===== config.mk =====
export PLATFORM = sky130hd
export DESIGN_NAME = timer_top
export DESIGN_NICKNAME = d
export VERILOG_FILES = /design/src/common/timer_pkg.sv /design/src/design/timer_tick.sv /design/src/design/timer_top.sv /design/src/design/timestamp_gen.sv /design/src/timer/timer_bank.sv /design/src/timer/timer_channel.sv
export SDC_FILE = /design/constraint.sdc
export NUM_CORES = 1
export LEC_CHECK = 0
export ABC_AREA = 1
export CAP_MARGIN = 0
export CORE_AREA = 2 2 101 103
export DETAILED_ROUTE_END_ITERATION = 8
export DIE_AREA = 0 0 103 105
export DONT_BUFFER_PORTS = 1
export REMOVE_ABC_BUFFERS = 1
export SLEW_MARGIN = 20
export SYNTH_ARGS = -nofsm -noshare
export SYNTH_HDL_FRONTEND = slang
export SYNTH_SLANG_ARGS = --single-unit

===== constraint.sdc =====
create_clock -name clk -period 5.2 [get_ports clk]
set_input_delay 0.26 -clock clk [delete_from_list [all_inputs] [get_ports clk]]
set_output_delay 0.26 -clock clk [all_outputs]
set_load 0.05 [all_outputs]

===== src/common/timer_pkg.sv =====
`default_nettype none

package timer_pkg;

    // --------------------
    // Timebase
    // --------------------

    // Free-running clk-cycle timestamp width
    localparam int TS_WID = 32;

    // Timestamp bit used as tclk
    // Bit 1 toggles every 2 clk cycles, one DDR event each time
    localparam int TCLK_BIT = 1;

    // --------------------
    // Tick generators
    // --------------------

    // tclk events per fine tick, 10 clk cycles
    localparam int FINE_DIV = 5;

    // tclk events per coarse tick, 40 clk cycles
    localparam int COARSE_DIV = 20;

    // --------------------
    // Countdown timers
    // --------------------

    // Number of channels in the bank
    localparam int NUM_TIMERS = 4;

    // Load count width
    localparam int TMR_CNT_WID = 8;

    // Channel index width
    localparam int TMR_ID_WID = $clog2(NUM_TIMERS);

    // Smallest count a channel runs with, a load of 0 is raised to this
    localparam int TMR_CNT_MIN = 1;

    // Value types
    typedef logic [TS_WID-1:0]      ts_t;
    typedef logic [TMR_CNT_WID-1:0] tmr_cnt_t;
    typedef logic [TMR_ID_WID-1:0]  tmr_id_t;
    typedef logic [NUM_TIMERS-1:0]  tmr_vec_t;

    // Tick source, 0 = fine, 1 = coarse
    typedef logic tick_sel_t;

    // Timer command, valid with cmd_valid
    typedef struct packed {
        tmr_id_t   id;
        logic      stop;
        tick_sel_t tick_sel;
        tmr_cnt_t  count;
    } tmr_cmd_t;

    // Channel state
    typedef enum logic {
        TMR_IDLE = 1'b0,
        TMR_RUN  = 1'b1
    } tmr_state_e;

endpackage : timer_pkg

`default_nettype wire


===== src/design/timer_tick.sv =====
`timescale 1ns/1ps
`default_nettype none

module timer_tick #(
    // tclk events per output tick
    // 1 passes every event, 0 ticks on every clk cycle
    parameter int TCLK_PER_TICK = 10,
    // 1 counts both tclk edges, 0 rising edges only
    parameter bit TCLK_DDR      = 1'b1
) (
    input  logic clk,
    input  logic srst,

    // Holds tick low, counting goes on
    input  logic squelch,

    // Slow timer clock, sampled on clk
    input  logic tclk,

    // One-cycle timer tick
    output logic tick
);

    // --------------------
    // Signals
    // --------------------

    logic tclk_reg;
    logic tclk_event;
    logic tclk_pulse;
    logic tick_int;

    // --------------------
    // Edge detect
    // --------------------

    // Previous tclk sample
    always_ff @(posedge clk) begin
        if (srst) begin
            tclk_reg <= 1'b0;
        end else begin
            tclk_reg <= tclk;
        end
    end

    // Any change in DDR mode, else rising edge only
    assign tclk_event = TCLK_DDR ? (tclk != tclk_reg) : (tclk && !tclk_reg);

    // One pulse per counted edge
    always_ff @(posedge clk) begin
        if (srst) begin
            tclk_pulse <= 1'b0;
        end else begin
            tclk_pulse <= tclk_event;
        end
    end

    // --------------------
    // Divider
    // --------------------

    generate
        if (TCLK_PER_TICK > 1) begin : g_tclk_div
            localparam int CNT_WID = $clog2(TCLK_PER_TICK);
            localparam logic [CNT_WID-1:0] CNT_MAX = CNT_WID'(TCLK_PER_TICK - 1);

            logic [CNT_WID-1:0] tclk_cnt;

            // Pulse counter, wraps after the last pulse of a tick
            always_ff @(posedge clk) begin
                if (srst) begin
                    tclk_cnt <= '0;
                end else if (tclk_pulse) begin
                    tclk_cnt <= (tclk_cnt == CNT_MAX) ? '0 : tclk_cnt + 1'b1;
                end
            end

            // Tick on the wrapping pulse
            always_ff @(posedge clk) begin
                if (srst) begin
                    tick_int <= 1'b0;
                end else begin
                    tick_int <= tclk_pulse && (tclk_cnt == CNT_MAX);
                end
            end

            // Divided tick never spans two cycles
            a_tick_single : assert property (
                @(posedge clk) disable iff (srst)
                tick |=> !tick
            );
        end else if (TCLK_PER_TICK == 1) begin : g_tclk_no_div
            // Every pulse is a tick
            assign tick_int = tclk_pulse;
        end else begin : g_no_tclk
            // tclk ignored, tick on each cycle out of reset
            always_ff @(posedge clk) begin
                if (srst) begin
                    tick_int <= 1'b0;
                end else begin
                    tick_int <= 1'b1;
                end
            end
        end
    endgenerate

    // --------------------
    // Output stage
    // --------------------

    // Squelch masks only the output, so the tick phase is kept
    always_ff @(posedge clk) begin
        if (srst) begin
            tick <= 1'b0;
        end else begin
            tick <= squelch ? 1'b0 : tick_int;
        end
    end

endmodule : timer_tick

`default_nettype wire


===== src/design/timer_top.sv =====
`timescale 1ns/1ps
`default_nettype none

module timer_top
    import timer_pkg::*;
(
    input  logic     clk,
    input  logic     srst,

    // Timer commands
    input  logic     cmd_valid,
    input  tmr_cmd_t cmd,

    // Holds both ticks low, pauses the timers
    input  logic     squelch,

    // Timebase
    output ts_t      timestamp,

    // Tick outputs, also feeding the bank
    output logic     fine_tick,
    output logic     coarse_tick,

    // Expiry strobes
    output tmr_vec_t expired
);

    // --------------------
    // Timebase
    // --------------------

    timestamp_gen u_timestamp_gen (
        .clk       (clk),
        .srst      (srst),
        .timestamp (timestamp)
    );

    // --------------------
    // Tick generators
    // --------------------

    // Both run DDR off the same timestamp bit
    // Fine tick every 10 cycles
    timer_tick #(
        .TCLK_PER_TICK (FINE_DIV),
        .TCLK_DDR      (1'b1)
    ) u_fine_tick (
        .clk     (clk),
        .srst    (srst),
        .squelch (squelch),
        .tclk    (timestamp[TCLK_BIT]),
        .tick    (fine_tick)
    );

    // Coarse tick every 40 cycles
    timer_tick #(
        .TCLK_PER_TICK (COARSE_DIV),
        .TCLK_DDR      (1'b1)
    ) u_coarse_tick (
        .clk     (clk),
        .srst    (srst),
        .squelch (squelch),
        .tclk    (timestamp[TCLK_BIT]),
        .tick    (coarse_tick)
    );

    // --------------------
    // Countdown timers
    // --------------------

    // Squelched ticks stall every running channel
    timer_bank u_timer_bank (
        .clk         (clk),
        .srst        (srst),
        .cmd_valid   (cmd_valid),
        .cmd         (cmd),
        .fine_tick   (fine_tick),
        .coarse_tick (coarse_tick),
        .expired     (expired)
    );

endmodule : timer_top

`default_nettype wire


===== src/design/timestamp_gen.sv =====
`timescale 1ns/1ps
`default_nettype none

module timestamp_gen
    import timer_pkg::*;
(
    input  logic clk,
    input  logic srst,

    // Running clk-cycle count
    output ts_t  timestamp
);

    // --------------------
    // Counter
    // --------------------

    // Cleared in reset, plus one every cycle after
    // Wraps at the top of ts_t without any flag
    always_ff @(posedge clk) begin
        if (srst) begin
            timestamp <= '0;
        end else begin
            timestamp <= timestamp + ts_t'(1);
        end
    end

    // Low bits of the count act as slow square waves
    // Bit TCLK_BIT is taken at the top level as tclk
    // Each of its toggles is one DDR event for the tick generators

    // --------------------
    // Checks
    // --------------------

    // Steady one-per-cycle advance once out of reset
    // Includes the wrap from all ones back to zero
    a_ts_step : assert property (
        @(posedge clk) disable iff (srst)
        !$past(srst) |-> (timestamp == ts_t'($past(timestamp) + ts_t'(1)))
    );

endmodule : timestamp_gen

`default_nettype wire


===== src/timer/timer_bank.sv =====
`timescale 1ns/1ps
`default_nettype none

module timer_bank
    import timer_pkg::*;
(
    input  logic     clk,
    input  logic     srst,

    // Single-cycle command, always accepted
    input  logic     cmd_valid,
    input  tmr_cmd_t cmd,

    // Shared ticks
    input  logic     fine_tick,
    input  logic     coarse_tick,

    // Expiry strobes, one bit per channel
    output tmr_vec_t expired
);

    // --------------------
    // Decode
    // --------------------

    tmr_vec_t load_vec;

    // One-hot strobe from the channel id
    assign load_vec = cmd_valid ? (tmr_vec_t'(1) << cmd.id) : '0;

    // --------------------
    // Channels
    // --------------------

    // Command and ticks go to every channel
    // Only the addressed one sees load
    generate
        for (genvar i = 0; i < NUM_TIMERS; i++) begin : g_chan
            timer_channel u_timer_channel (
                .clk         (clk),
                .srst        (srst),
                .load        (load_vec[i]),
                .cmd         (cmd),
                .fine_tick   (fine_tick),
                .coarse_tick (coarse_tick),
                .expired     (expired[i])
            );
        end
    endgenerate

    // --------------------
    // Checks
    // --------------------

    // Each command reaches exactly one channel
    a_load_onehot : assert property (
        @(posedge clk) disable iff (srst)
        cmd_valid |-> $onehot(load_vec)
    );

endmodule : timer_bank

`default_nettype wire


===== src/timer/timer_channel.sv =====
`timescale 1ns/1ps
`default_nettype none

module timer_channel
    import timer_pkg::*;
(
    input  logic     clk,
    input  logic     srst,

    // Command strobe for this channel
    input  logic     load,
    input  tmr_cmd_t cmd,

    // Tick sources
    input  logic     fine_tick,
    input  logic     coarse_tick,

    // One-cycle expiry strobe
    output logic     expired
);

    // --------------------
    // Signals
    // --------------------

    tmr_state_e state;
    tmr_cnt_t   remaining;
    tick_sel_t  tick_sel_q;
    logic       sel_tick;
    logic       cnt_step;
    logic       last_tick;

    // Latched source, 1 picks the coarse tick
    assign sel_tick = tick_sel_q ? coarse_tick : fine_tick;

    // Load wins over a tick in the same cycle
    assign cnt_step  = (state == TMR_RUN) && sel_tick && !load;
    assign last_tick = cnt_step && (remaining == tmr_cnt_t'(TMR_CNT_MIN));

    // --------------------
    // State machine
    // --------------------

    always_ff @(posedge clk) begin
        if (srst) begin
            state   <= TMR_IDLE;
            expired <= 1'b0;
        end else begin
            expired <= 1'b0;
            if (load) begin
                // Stop cancels quietly, start or restart runs
                state <= cmd.stop ? TMR_IDLE : TMR_RUN;
            end else if (last_tick) begin
                state   <= TMR_IDLE;
                expired <= 1'b1;
            end
        end
    end

    // --------------------
    // Count
    // --------------------

    // Count of 0 runs as the minimum count
    always_ff @(posedge clk) begin
        if (load && !cmd.stop) begin
            remaining  <= (cmd.count == '0) ? tmr_cnt_t'(TMR_CNT_MIN) : cmd.count;
            tick_sel_q <= cmd.tick_sel;
        end else if (cnt_step) begin
            remaining  <= remaining - 1'b1;
        end
    end

    // --------------------
    // Checks
    // --------------------

    // Expiry only ends a run
    a_exp_after_run : assert property (
        @(posedge clk) disable iff (srst)
        expired |-> ($past(state) == TMR_RUN)
    );

    // A running count is never exhausted
    a_run_nonzero : assert property (
        @(posedge clk) disable iff (srst)
        (state == TMR_RUN) |-> (remaining != '0)
    );

endmodule : timer_channel

`default_nettype wire

Word-level counts from Yosys, hierarchy flattened. Index checks and enable logic that the tools add are counted.

Input port bits: 16. Bits in registers: 90. Output and inout bits: 38.

Multiplexer cells: 29. Reductions and logical operators: 37. Equality and inequality tests: 7. Add/sub/neg operators: 7. Shifts and indexed selects: 1.

Operator list (count): two-way mux 8 bit (9); adder 32 x 1 -> 32 bit, second input constant (1); == test 8 x 1 -> 1 bit, second input constant (4); subtractor 8 x 1 -> 8 bit, second input constant (4); logical AND 1 bit (18); two-way mux 1 bit (17); nonzero test 2 bit (8); OR reduction 2 bit (5); zero test 8 bit (1); adder 5 x 1 -> 5 bit, second input constant (1); == test 5 bit, second input constant (1); zero test 1 bit (5); two-way mux 5 bit (1); two-way mux 4 bit (1); left shift 1 x 2 -> 4 bit, first input constant (1); adder 3 x 1 -> 3 bit, second input constant (1); == test 3 bit, second input constant (1); two-way mux 3 bit (1); inequality test 1 bit (1).

Logic depth before layout (Yosys ltp). Gate-level depths: netlist of the first run.

Depth in word-level cells: 7. Gate-level depth with buffers: 9. Gate-level depth less buffers: 9.

By module. A second synthesis of the first run with hierarchy kept.

Cells, all modules: 676. Area, all modules: 5003.5 µm².

By module, submodules not included: timer_channel (instances 4, sequential area each 310.3 µm², cells each 84, area each 668.1 µm²); timestamp_gen (instances 1, sequential area each 640.6 µm², cells each 250, area each 1677.9 µm²); timer_tick at u_coarse_tick (instances 1, sequential area each 180.2 µm², cells each 45, area each 349.1 µm²); timer_tick at u_fine_tick (instances 1, sequential area each 140.1 µm², cells each 37, area each 274.0 µm²); timer_bank (instances 1, sequential area each 0.0 µm², cells each 8, area each 30.0 µm²).

Worst setup path before layout of the first run. OpenSTA, ideal clock, no wires.

Path kind: register to register. Start: register u_fine_tick.tick. End: register u_timer_bank.g_chan[0].u_timer_channel.remaining[0] (enable). Arrival time: 1.701 ns. Stages on the path, launching flop included: 5. Clock period less this slack: 2.085 ns. Setup time: 0.384 ns. Data required time: 4.816 ns. Slack: 3.115 ns. Path through: dfxtp_1 inv_1 o21ai_0 nand2_1 o21ai_0.

Cells in the longest elaborated chain, start to end: 4.

Ends and longest elaborated chain: start, declared (line timer_tick.sv:21) `output logic tick`; start signal, assigned (line timer_tick.sv:116) `tick <= squelch ? 1'b0 : tick_int;`; two-way mux 1 bit (line timer_channel.sv:34) `assign sel_tick = tick_sel_q ? coarse_tick : fine_tick;`; logical AND 1 bit (2 in a row) (line timer_channel.sv:37) `assign cnt_step = (state == TMR_RUN) && sel_tick && !load;`; nonzero test 2 bit (no source line); end signal, assigned (line timer_channel.sv:67) `remaining <= (cmd.count == '0) ? tmr_cnt_t'(TMR_CNT_MIN) : cmd.count;`; end signal, assigned (line timer_channel.sv:70) `remaining <= remaining - 1'b1;`; end, declared (line timer_channel.sv:27) `tmr_cnt_t remaining;`.

Every way passes these cells. A chain may end at the register's enable or synchronous reset.

Worst setup path in the final report of the first run. Same ends and word-level chain as after synthesis.

==> impl_metrics.env, run 1 <==
export IMPL_dr_total_vias=3923
export IMPL_remaining_drc_errors=0
export IMPL_reg2reg_depth=4
export IMPL_grt_total_usage=0.2156
export IMPL_die_y_um=105
export IMPL_drt_initial_drc_count=117
export IMPL_drt_pre_antenna_iters=4
export IMPL_min_path_cells=2
export IMPL_syn_area_mm2=0.004741
export IMPL_via_per_inst=5.121
export IMPL_cts_setup_buffers=0
export IMPL_hold_ws_ns=0.04196
export IMPL_clkLatencyLatePin_ns=0.37
export IMPL_path_delay_family="compound AO/OA/AOI/OAI gates"
export IMPL_yosys_area_top_type="dfxtp_1"
export IMPL_hold_start="srst"
export IMPL_die_area_mm2=0.01082
export IMPL_n_antenna_cell=0
export IMPL_ctsHoldBuffers=3
export IMPL_end_kind="flop"
export IMPL_cts_tree="yes"
export IMPL_critical_path_startpoint_type="flop"
export IMPL_area_growth_pct=6.545
export IMPL_place_congestion=0.8374
export IMPL_final_cell_area_mm2=0.005051
export IMPL_postPlaceCellArea_mm2=0.004815
export IMPL_rr_startpoint="u_fine_tick.tick"
export IMPL_wl_um=10830
export IMPL_r2r_slack_ns=2.96
export IMPL_grt_pass1_wl_um=18220
export IMPL_start_util=0.4918
export IMPL_cts_htree_levels=3
export IMPL_cts_resized=0
export IMPL_p_per_area_mw_per_mm2=257.6
export IMPL_ioPinCount=54
export IMPL_setup_viol=0
export IMPL_critical_path_max_fanout=8
export IMPL_reg_top3="u_timer_bank.g_chan.u_timer_channel.remaining: 32 flops, u_timestamp_gen.timestamp: 32 flops, u_coarse_tick.g_tclk_div.tclk_cnt: 5 flops"
export IMPL_grt_setup_unrepaired="no"
export IMPL_crit_type="reg2reg"
export IMPL_post_route_min_period_ns=2.243
export IMPL_synthTopCellsByArea="dfxtp_1 (23%), edfxtp_1 (23%), nand2_1 (12%), nor2_1 (8.9%), inv_1 (5.3%)"
export IMPL_hold_end="u_timestamp_gen.timestamp[4]"
export IMPL_postSynthAreaPerCell_um2=7.537
export IMPL_clock_path_buffers=2
export IMPL_outcome="complete, no violations"
export IMPL_nFillCells=999
export IMPL_ir_drop_uv=118.8
export IMPL_overflow=0
export IMPL_final_antenna_net_count=0
export IMPL_final_layout_size_suffix_gt1_frac=0.05687
export IMPL_grt_pass1_vias=3818
export IMPL_synth_cell_types=32
export IMPL_syn_inst=629
export IMPL_grt_antenna_before_repair=0
export IMPL_crit_buf_inv=1
export IMPL_leakage_nw=1.806
export IMPL_synth_seq_cells=90
export IMPL_crit_chain="inv_1, o21ai_0, nand2_1, o21ai_1"
export IMPL_path_clk_slew_ns=0.10
export IMPL_max_slew_margin=0.4104
export IMPL_fin_setup_tns_ns=0
export IMPL_final_hold_violation_count=0
export IMPL_synth_warnings=0
export IMPL_drv_slew=0
export IMPL_wl_per_cell_um=14.14
export IMPL_worst_pin_slew_ns=0.8812
export IMPL_dp_hpwl_um=8075
export IMPL_grt_max_degree=36
export IMPL_tritoncts_num_buffers=9
export IMPL_fp_dieW_um=103
export IMPL_hold_class="in2reg"
export IMPL_finalCritPeriodShare=0.4314
export IMPL_max_freq_mhz=445.8
export IMPL_required_ns=5.19
export IMPL_slowest_stage="dfxtp_1"
export IMPL_fin_ws_ns=2.957
export IMPL_worst_ep_arrival_time_ns=2.24
export IMPL_synth_top_cell_area_share=0.2280
export IMPL_clock_root_buffer="clkbuf_8"
export IMPL_cts_sinks=90
export IMPL_fin_skew_ns=0.01495
export IMPL_io_buffers=0
export IMPL_num_rows=36
export IMPL_fin_nets=656
export IMPL_preCtsSetupSlack_ns=2.635
export IMPL_core_mm2=0.009639
export IMPL_drv_cap=0
export IMPL_crit_path_max_incr_delay_ns=0.68
export IMPL_ys_seq_area_frac=0.4561
[routing by layer]
metal | vias to the layer above | GRT usage | wire [um]
li1 | 2011 | - | -
met1 | 1803 | 0.2635 | 4573
met2 | 95 | 0.3748 | 5425
met3 | 14 | 0.04482 | 667
met4 | 0 | 0.06579 | 165
met5 | - | 0 | 0
[how the worst max path moves through the flow]
stage,cells past startpoint,start,slack [ns],to
final,4,u_fine_tick.tick,2.96,flop
after global routing,4,u_fine_tick.tick,2.76,flop
after CTS,4,u_fine_tick.tick,2.61,flop
after detailed placement,4,u_fine_tick.tick,2.63,flop
after global placement,4,u_fine_tick.tick,2.69,flop
after floorplan,4,u_fine_tick.tick,3.12,flop
[through the flow]
stage                     total power [mW]  utilization  std cells
final                                1.301       0.5240        766
after floorplan                     0.8176            -        614
after detailed placement            0.8322       0.4995        747
after global placement              0.8297       0.4995        747
after CTS                            1.312       0.5240        766
after global routing                 1.349       0.5240        766
[where the power goes]
group / switching (mW) / internal (mW) / total (mW)
clock: 0.261 / 0.217 / 0.478
combinational: 0.0396 / 0.0206 / 0.0602
sequential: 0.0178 / 0.745 / 0.763
total: 0.318 / 0.983 / 1.30
[cells by family after synthesis]
kind of cell,synth area share
compound gates,0.09052
simple gates,0.2985
flops,0.4561
buf+inv,0.07337
xor+xnor,0.04988
fa+ha+maj,0.03167
[area by class of cell]
type                    instances  area, um^2  share of cell area
inverters                      68       255.2             0.05053
clock inverters                 5       33.78            0.006688
clock buffers                  11       162.7             0.03220
repair buffers                  3       40.04            0.007927
multi-input cells             456        2231              0.4417
well taps                     133       166.4             0.03295
flip-flops and latches         90        2162              0.4280
[layout by cell type, fill, tap and decap left out, drive strengths merged, types with 7 or more instances in the layout]
| master | count |
|---|---|
| nand2 | 161 |
| xnor2 | 11 |
| xor2 | 16 |
| ha | 12 |
| o21ai | 45 |
| nor2 | 124 |
| inv | 70 |
| edfxtp | 36 |
| a21oi | 29 |
| dfxtp | 54 |
| nor3 | 7 |
| nand3 | 31 |
| clkbuf | 11 |
[cells in the mapped netlist, drive strengths merged]
cell type	n
ha	12
nand2	161
o21bai	2
xnor2	11
nand3b	2
a31oi	1
edfxtp	36
a21oi	29
nor2	124
xor2	16
nor3	7
a22oi	2
a211oi	1
nor4	2
nand4	5
dfxtp	54
o21ai	45
nor3b	2
clkbuf	1
and2	1
nand3	31
o21a	2
buf	14
inv	68
(Power assumes the default switching activity.)
==> run 2, diff against run 1 <==
==> constraint.sdc (replaced) <==
create_clock -name clk -period 2.3 [get_ports clk]
set_input_delay 0.115 -clock clk [delete_from_list [all_inputs] [get_ports clk]]
set_output_delay 0.115 -clock clk [all_outputs]
set_load 0.05 [all_outputs]
==> run 2 against run 1 <==
Combinational power rose to 3.0 times the previous value. First-iteration DRC count up 43%. Count of clock-buffer cells in the layout down 2. Register-to-register slack worse by 2.1 ns.
==> impl_metrics.env, run 2 (same netlist as run 1, synthesis figures left out) <==
export IMPL_outcome="complete, no violations"
export IMPL_grt_busiest_layer="met2"
export IMPL_overflow=0
export IMPL_grt_max_degree=37
export IMPL_worst_ep_arrival_time_ns=1.78
export IMPL_end_kind="flop"
export IMPL_ioPinCount=54
export IMPL_max_freq_mhz=676.7
export IMPL_fp_dieW_um=103
export IMPL_num_rows=36
export IMPL_drt_initial_drc_count=167
export IMPL_tritoncts_num_buffers=9
export IMPL_final_layout_size_suffix_gt1_frac=0.1077
export IMPL_clkLatencyLatePin_ns=0.36
export IMPL_drv_slew=0
export IMPL_final_hold_violation_count=0
export IMPL_post_route_min_period_ns=1.478
export IMPL_ir_drop_uv=298.9
export IMPL_nFillCells=966
export IMPL_via_per_inst=5.052
export IMPL_finalCritPeriodShare=0.6425
export IMPL_area_growth_pct=13.96
export IMPL_hold_class="in2reg"
export IMPL_grt_use_met3=0.04415
export IMPL_globalRouteMet2Util=0.3873
export IMPL_p_sw_frac=0.2440
export IMPL_required_ns=2.60
export IMPL_fin_skew_ns=0.01015
export IMPL_clock_root_buffer="clkbuf_8"
export IMPL_setup_viol=0
export IMPL_remaining_drc_errors=0
export IMPL_grt_antenna_before_repair=0
export IMPL_io_buffers=0
export IMPL_start_util=0.4918
export IMPL_grt_setup_unrepaired="no"
export IMPL_wl_um=11400
export IMPL_wl_per_cell_um=14.05
export IMPL_dp_hpwl_um=8524
export IMPL_dr_total_vias=4097
export IMPL_p_per_area_mw_per_mm2=550.7
export IMPL_grt_pass1_wl_um=18860
export IMPL_cts_tree="yes"
export IMPL_use_met1=0.2724
export IMPL_fin_setup_tns_ns=0
export IMPL_mostFrequentLayoutCell="nand2_1"
export IMPL_grt_total_usage=0.2220
export IMPL_clock_power_share=0.366
export IMPL_path_clk_slew_ns=0.10
export IMPL_clock_path_buffers=2
export IMPL_intPower_mw=2.249
export IMPL_fin_util=0.5605
export IMPL_leakage_nw=2.033
export IMPL_grt_pass1_vias=4023
export IMPL_worst_pin_slew_ns=0.5577
export IMPL_power_switching_mw=0.7260
export IMPL_fin_nets=701
export IMPL_reg_top3="u_timer_bank.g_chan.u_timer_channel.remaining: 32 flops, u_timestamp_gen.timestamp: 32 flops, u_coarse_tick.g_tclk_div.tclk_cnt: 5 flops"
export IMPL_max_slew_margin=0.6277
export IMPL_n_antenna_cell=0
export IMPL_die_area_mm2=0.01082
export IMPL_core_mm2=0.009639
export IMPL_die_y_um=105
export IMPL_drv_cap=0
export IMPL_combPwrFrac=0.061
export IMPL_final_antenna_net_count=0
export IMPL_drt_pre_antenna_iters=4
export IMPL_share_seq_of_total_power=0.573
export IMPL_crit_type="reg2reg"
export IMPL_critical_path_startpoint_type="flop"
export IMPL_cts_sinks=90
export IMPL_place_congestion=0.8387
export IMPL_final_cell_mix="nand2_1 (157), nor2_1 (112), inv_1 (67)"
export IMPL_critical_path_max_fanout=5
export IMPL_cts_htree_levels=3
-- run 2: cell count changes in the layout (fill, tap and decap cells not counted), sizes merged --
cell         change
clkinvlp         +1
inv              -1
dlygate4sd3      +7
bufinv           +1
clkbuf           -2
clkinv           +1
buf             +38
-- run 2: routing by layer --
metal  wire length (um)  vias to the layer above
met3                559                       18
met2               5760                       78
met1               4887                     1899
li1                   -                     2102
met5                  0                        -
met4                189                        0
-- run 2: power by group through the flow --
stage | Combinational [mW] | Sequential (mW) | Clock (mW)
floorplan | 0.0923 | 1.76 | 0
CTS | 0.186 | 1.71 | 1.11
finish | 0.182 | 1.71 | 1.09
global placement | 0.145 | 1.74 | 0
global route | 0.206 | 1.71 | 1.19
detailed placement | 0.150 | 1.74 | 0
-- run 2: path summary, 6_finish.rpt --
check,startpoint,end,slack [ns],depth (start not counted)
worst min-delay path,cmd[6],flop,0.03,2
worst max-delay path,u_timestamp_gen.timestamp[7],u_timestamp_gen.timestamp[22],0.82,7
worst min register to register,u_coarse_tick.tick_int,u_coarse_tick.tick,0.48,1
worst max register to register,u_timestamp_gen.timestamp[7],u_timestamp_gen.timestamp[22],0.82,7
-- run 2: through the flow --
step / setup WS, ns / power, mW / area [um^2] / hold WS [ns] / cells
finish: 0.8222 / 2.975 / 5403 / 0.02590 / 811
global route: 0.6384 / 3.107 / 5403 / 0.02510 / 811
CTS: 0.8145 / 3.003 / 5403 / 0.02894 / 811
detailed placement: 0.8298 / 1.892 / 5100 / 0.1909 / 785
global placement: 0.8784 / 1.885 / 5100 / 0.1894 / 785
floorplan: 0.2152 / 1.848 / 4648 / 0.1817 / 614
-- run 2: cell type report --
type / instances / area (um^2) / area share
Inverter: 68 / 255.2 / 0.04724
Clock inverter: 7 / 68.82 / 0.01274
Sequential cell: 90 / 2162 / 0.4002
Clock buffer: 9 / 123.9 / 0.02293
Timing Repair Buffer: 48 / 395.4 / 0.07318
Multi-Input combinational cell: 456 / 2231 / 0.4129
Tap cell: 133 / 166.4 / 0.03080
-- run 2: critical path: stages, from the launching register on --
cell	delay [ns]
dfxtp_1	0.32
buf_4	0.21
nand2_1	0.11
nor2_2	0.22
nand2_1	0.14
nor2_1	0.18
nand3_1	0.09
a21oi_1	0.13
-- run 2: what timing repair did --
item / in CTS / in global routing
setup buffers: 0 / 0
resized for setup: 0 / 0
setup endpoints to repair: 0 / 0
endpoints found under the hold margin: 57 / 0
hold buffers: 10 / 0
==> run 3, diff against run 2 <==
==> constraint.sdc (replaced) <==
create_clock -name clk -period 1.4 [get_ports clk]
set_input_delay 0.07 -clock clk [delete_from_list [all_inputs] [get_ports clk]]
set_output_delay 0.07 -clock clk [all_outputs]
set_load 0.05 [all_outputs]
==> run 3 against run 2 <==
Sequential share of layout area is 2.7 points lower. Cell count rose by 4.1%. Utilization grew 4.6 points. Worst setup slack worse by 0.76 ns. Worst hold slack better by 0.0024 ns. Wire length up 3.0%. Non-clock buffer count grew 33. Register-to-register slack got worse by 0.76 ns. Maximum frequency rose by 11%. Clock skew increased by 0.0015 ns. Largest power group unchanged.
==> impl_metrics.env, run 3 (same netlist as run 1, synthesis figures left out) <==
export IMPL_clkLatencyLatePin_ns=0.37
export IMPL_start_util=0.4918
export IMPL_dr_total_vias=4209
export IMPL_grt_pass1_vias=4015
export IMPL_postPlaceCellArea_mm2=0.005258
export IMPL_hold_class="in2reg"
export IMPL_drv_slew=0
export IMPL_cts_htree_levels=3
export IMPL_fin_skew_ns=0.01167
export IMPL_finalCritPeriodShare=0.9533
export IMPL_reg_top3="u_timer_bank.g_chan.u_timer_channel.remaining: 32 flops, u_timestamp_gen.timestamp: 32 flops, u_coarse_tick.g_tclk_div.tclk_cnt: 5 flops"
export IMPL_globalRouteMet2Util=0.3878
export IMPL_grt_antenna_before_repair=0
export IMPL_fin_util=0.6062
export IMPL_drt_initial_drc_count=155
export IMPL_worst_ep_arrival_time_ns=1.47
export IMPL_final_layout_size_suffix_gt1_frac=0.2082
export IMPL_dp_cells=806
export IMPL_grt_use_met3=0.05151
export IMPL_grt_setup_unrepaired="yes"
export IMPL_grt_max_degree=38
export IMPL_final_cells=844
export IMPL_critical_path_max_fanout=3
export IMPL_mostFrequentLayoutCell="nand2_1"
export IMPL_core_mm2=0.009639
export IMPL_dp_hpwl_um=8650
export IMPL_max_slew_margin=0.6746
export IMPL_wl_per_cell_um=13.91
export IMPL_via_per_inst=4.987
export IMPL_wl_um=11740
export IMPL_leakage_nw=2.214
export IMPL_io_buffers=0
export IMPL_post_route_min_period_ns=1.335
export IMPL_p_per_area_mw_per_mm2=854.7
export IMPL_final_cell_mix="nand2_1 (153), nor2_1 (91), buf_4 (67)"
export IMPL_drt_pre_antenna_iters=4
export IMPL_area_growth_pct=23.25
export IMPL_crit_type="reg2reg"
export IMPL_outcome="complete, no violations"
export IMPL_hold_ws_ns=0.02830
export IMPL_final_hold_violation_count=0
export IMPL_hold_start="cmd[2]"
export IMPL_path_clk_slew_ns=0.09
export IMPL_critical_path_startpoint_type="flop"
export IMPL_grt_pass1_wl_um=18890
export IMPL_required_ns=1.54
export IMPL_die_y_um=105
export IMPL_remaining_drc_errors=0
export IMPL_cts_tree="yes"
export IMPL_end_kind="flop"
export IMPL_num_rows=36
export IMPL_reg2reg_depth=8
export IMPL_n_antenna_cell=0
export IMPL_clock_root_buffer="clkbuf_8"
export IMPL_use_met1=0.2684
export IMPL_min_path_cells=2
export IMPL_tritoncts_num_buffers=9
export IMPL_fin_nets=734
export IMPL_grt_total_usage=0.2245
export IMPL_final_cell_area_mm2=0.005843
export IMPL_r2r_slack_ns=0.07
export IMPL_grt_busiest_layer="met2"
export IMPL_final_antenna_net_count=0
export IMPL_drv_cap=0
export IMPL_fp_dieW_um=103
export IMPL_place_congestion=0.8443
export IMPL_ioPinCount=54
export IMPL_overflow=0
export IMPL_setup_viol=0
export IMPL_worst_pin_slew_ns=0.4874
export IMPL_max_freq_mhz=749.3
export IMPL_totalPowerFinal_mw=4.994
export IMPL_ir_drop_uv=489.9
export IMPL_cts_sinks=90
export IMPL_clock_path_buffers=2
export IMPL_die_area_mm2=0.01082
run 3: changes by cell type in the layout (fill, tap and decap cells not counted), sizes merged:
cell,delta
buf,+29
clkinv,-3
clkinvlp,-1
clkbuf,+3
inv,+2
bufinv,-1
dlygate4sd3,+4
run 3: what timing repair did:
item                                   in CTS  in global routing
pin swaps                                   2                 11
hold buffers                               14                  0
endpoints found under the hold margin      65                  0
buffers inserted                            0                  8
setup endpoints to repair                  11                 54
resized for setup                           4                 61
run 3: critical path, cell delays in order (launching register included):
cell and delay, ns:
edfxtp_1 0.43, nor2_2 0.15, nand2_1 0.09, nor2_2 0.17, nand2_1 0.07, nand2_1 0.05
o21ai_1 0.06, nand2_1 0.06, nand2_1 0.04
run 3: worst max-delay path by stage:
stage | endpoint | cells after the start | slack (ns) | startpoint
final | flop | 8 | 0.07 | flop
after floorplan | flop | 4 | -0.68 | u_fine_tick.tick
after detailed placement | flop | 4 | -0.02 | u_timer_bank.g_chan[0].u_timer_channel.tick_sel_q
after CTS | u_timestamp_gen.timestamp[30] | 7 | 0.02 | u_timestamp_gen.timestamp[1]
after global placement | flop | 4 | 0.04 | u_timer_bank.g_chan[0].u_timer_channel.tick_sel_q
after global routing | u_timestamp_gen.timestamp[26] | 9 | -0.09 | u_timestamp_gen.timestamp[1]
run 3: final cells by class:
cell class,instances,area [um^2]
Fill cell,923,3796
Inverter,68,255.2
Clock inverter,4,28.78
Timing Repair Buffer,81,653.1
Tap cell,133,166.4
Multi-Input combinational cell,456,2381
Clock buffer,12,177.7
Sequential cell,90,2181
run 3: through the flow:
step           TNS (ns)  worst slack [ns]
4_1_cts               0           0.01545
3_5_place_dp    -0.1823          -0.02175
2_1_floorplan    -17.65           -0.6848
5_1_grt         -0.2107          -0.08768
6_report              0           0.06534
3_3_place_gp          0           0.03881
run 3: metal layers:
metal / wire length [um] / vias to the layer above / share of wire
met4: 175 / 0 / 0.015
met5: 0 / - / 0
met1: 5048 / 1931 / 0.43
li1: - / 2176 / -
met3: 641 / 17 / 0.055
met2: 5877 / 85 / 0.50
run 3: power by group:
group / switching [mW] / internal (mW) / total [mW] / leakage, nW
logic: 0.213 / 0.135 / 0.348 / 1.34
registers: 0.0358 / 2.77 / 2.81 / 0.770
clock network: 0.966 / 0.874 / 1.84 / 0.108
total: 1.22 / 3.78 / 4.99 / 2.21
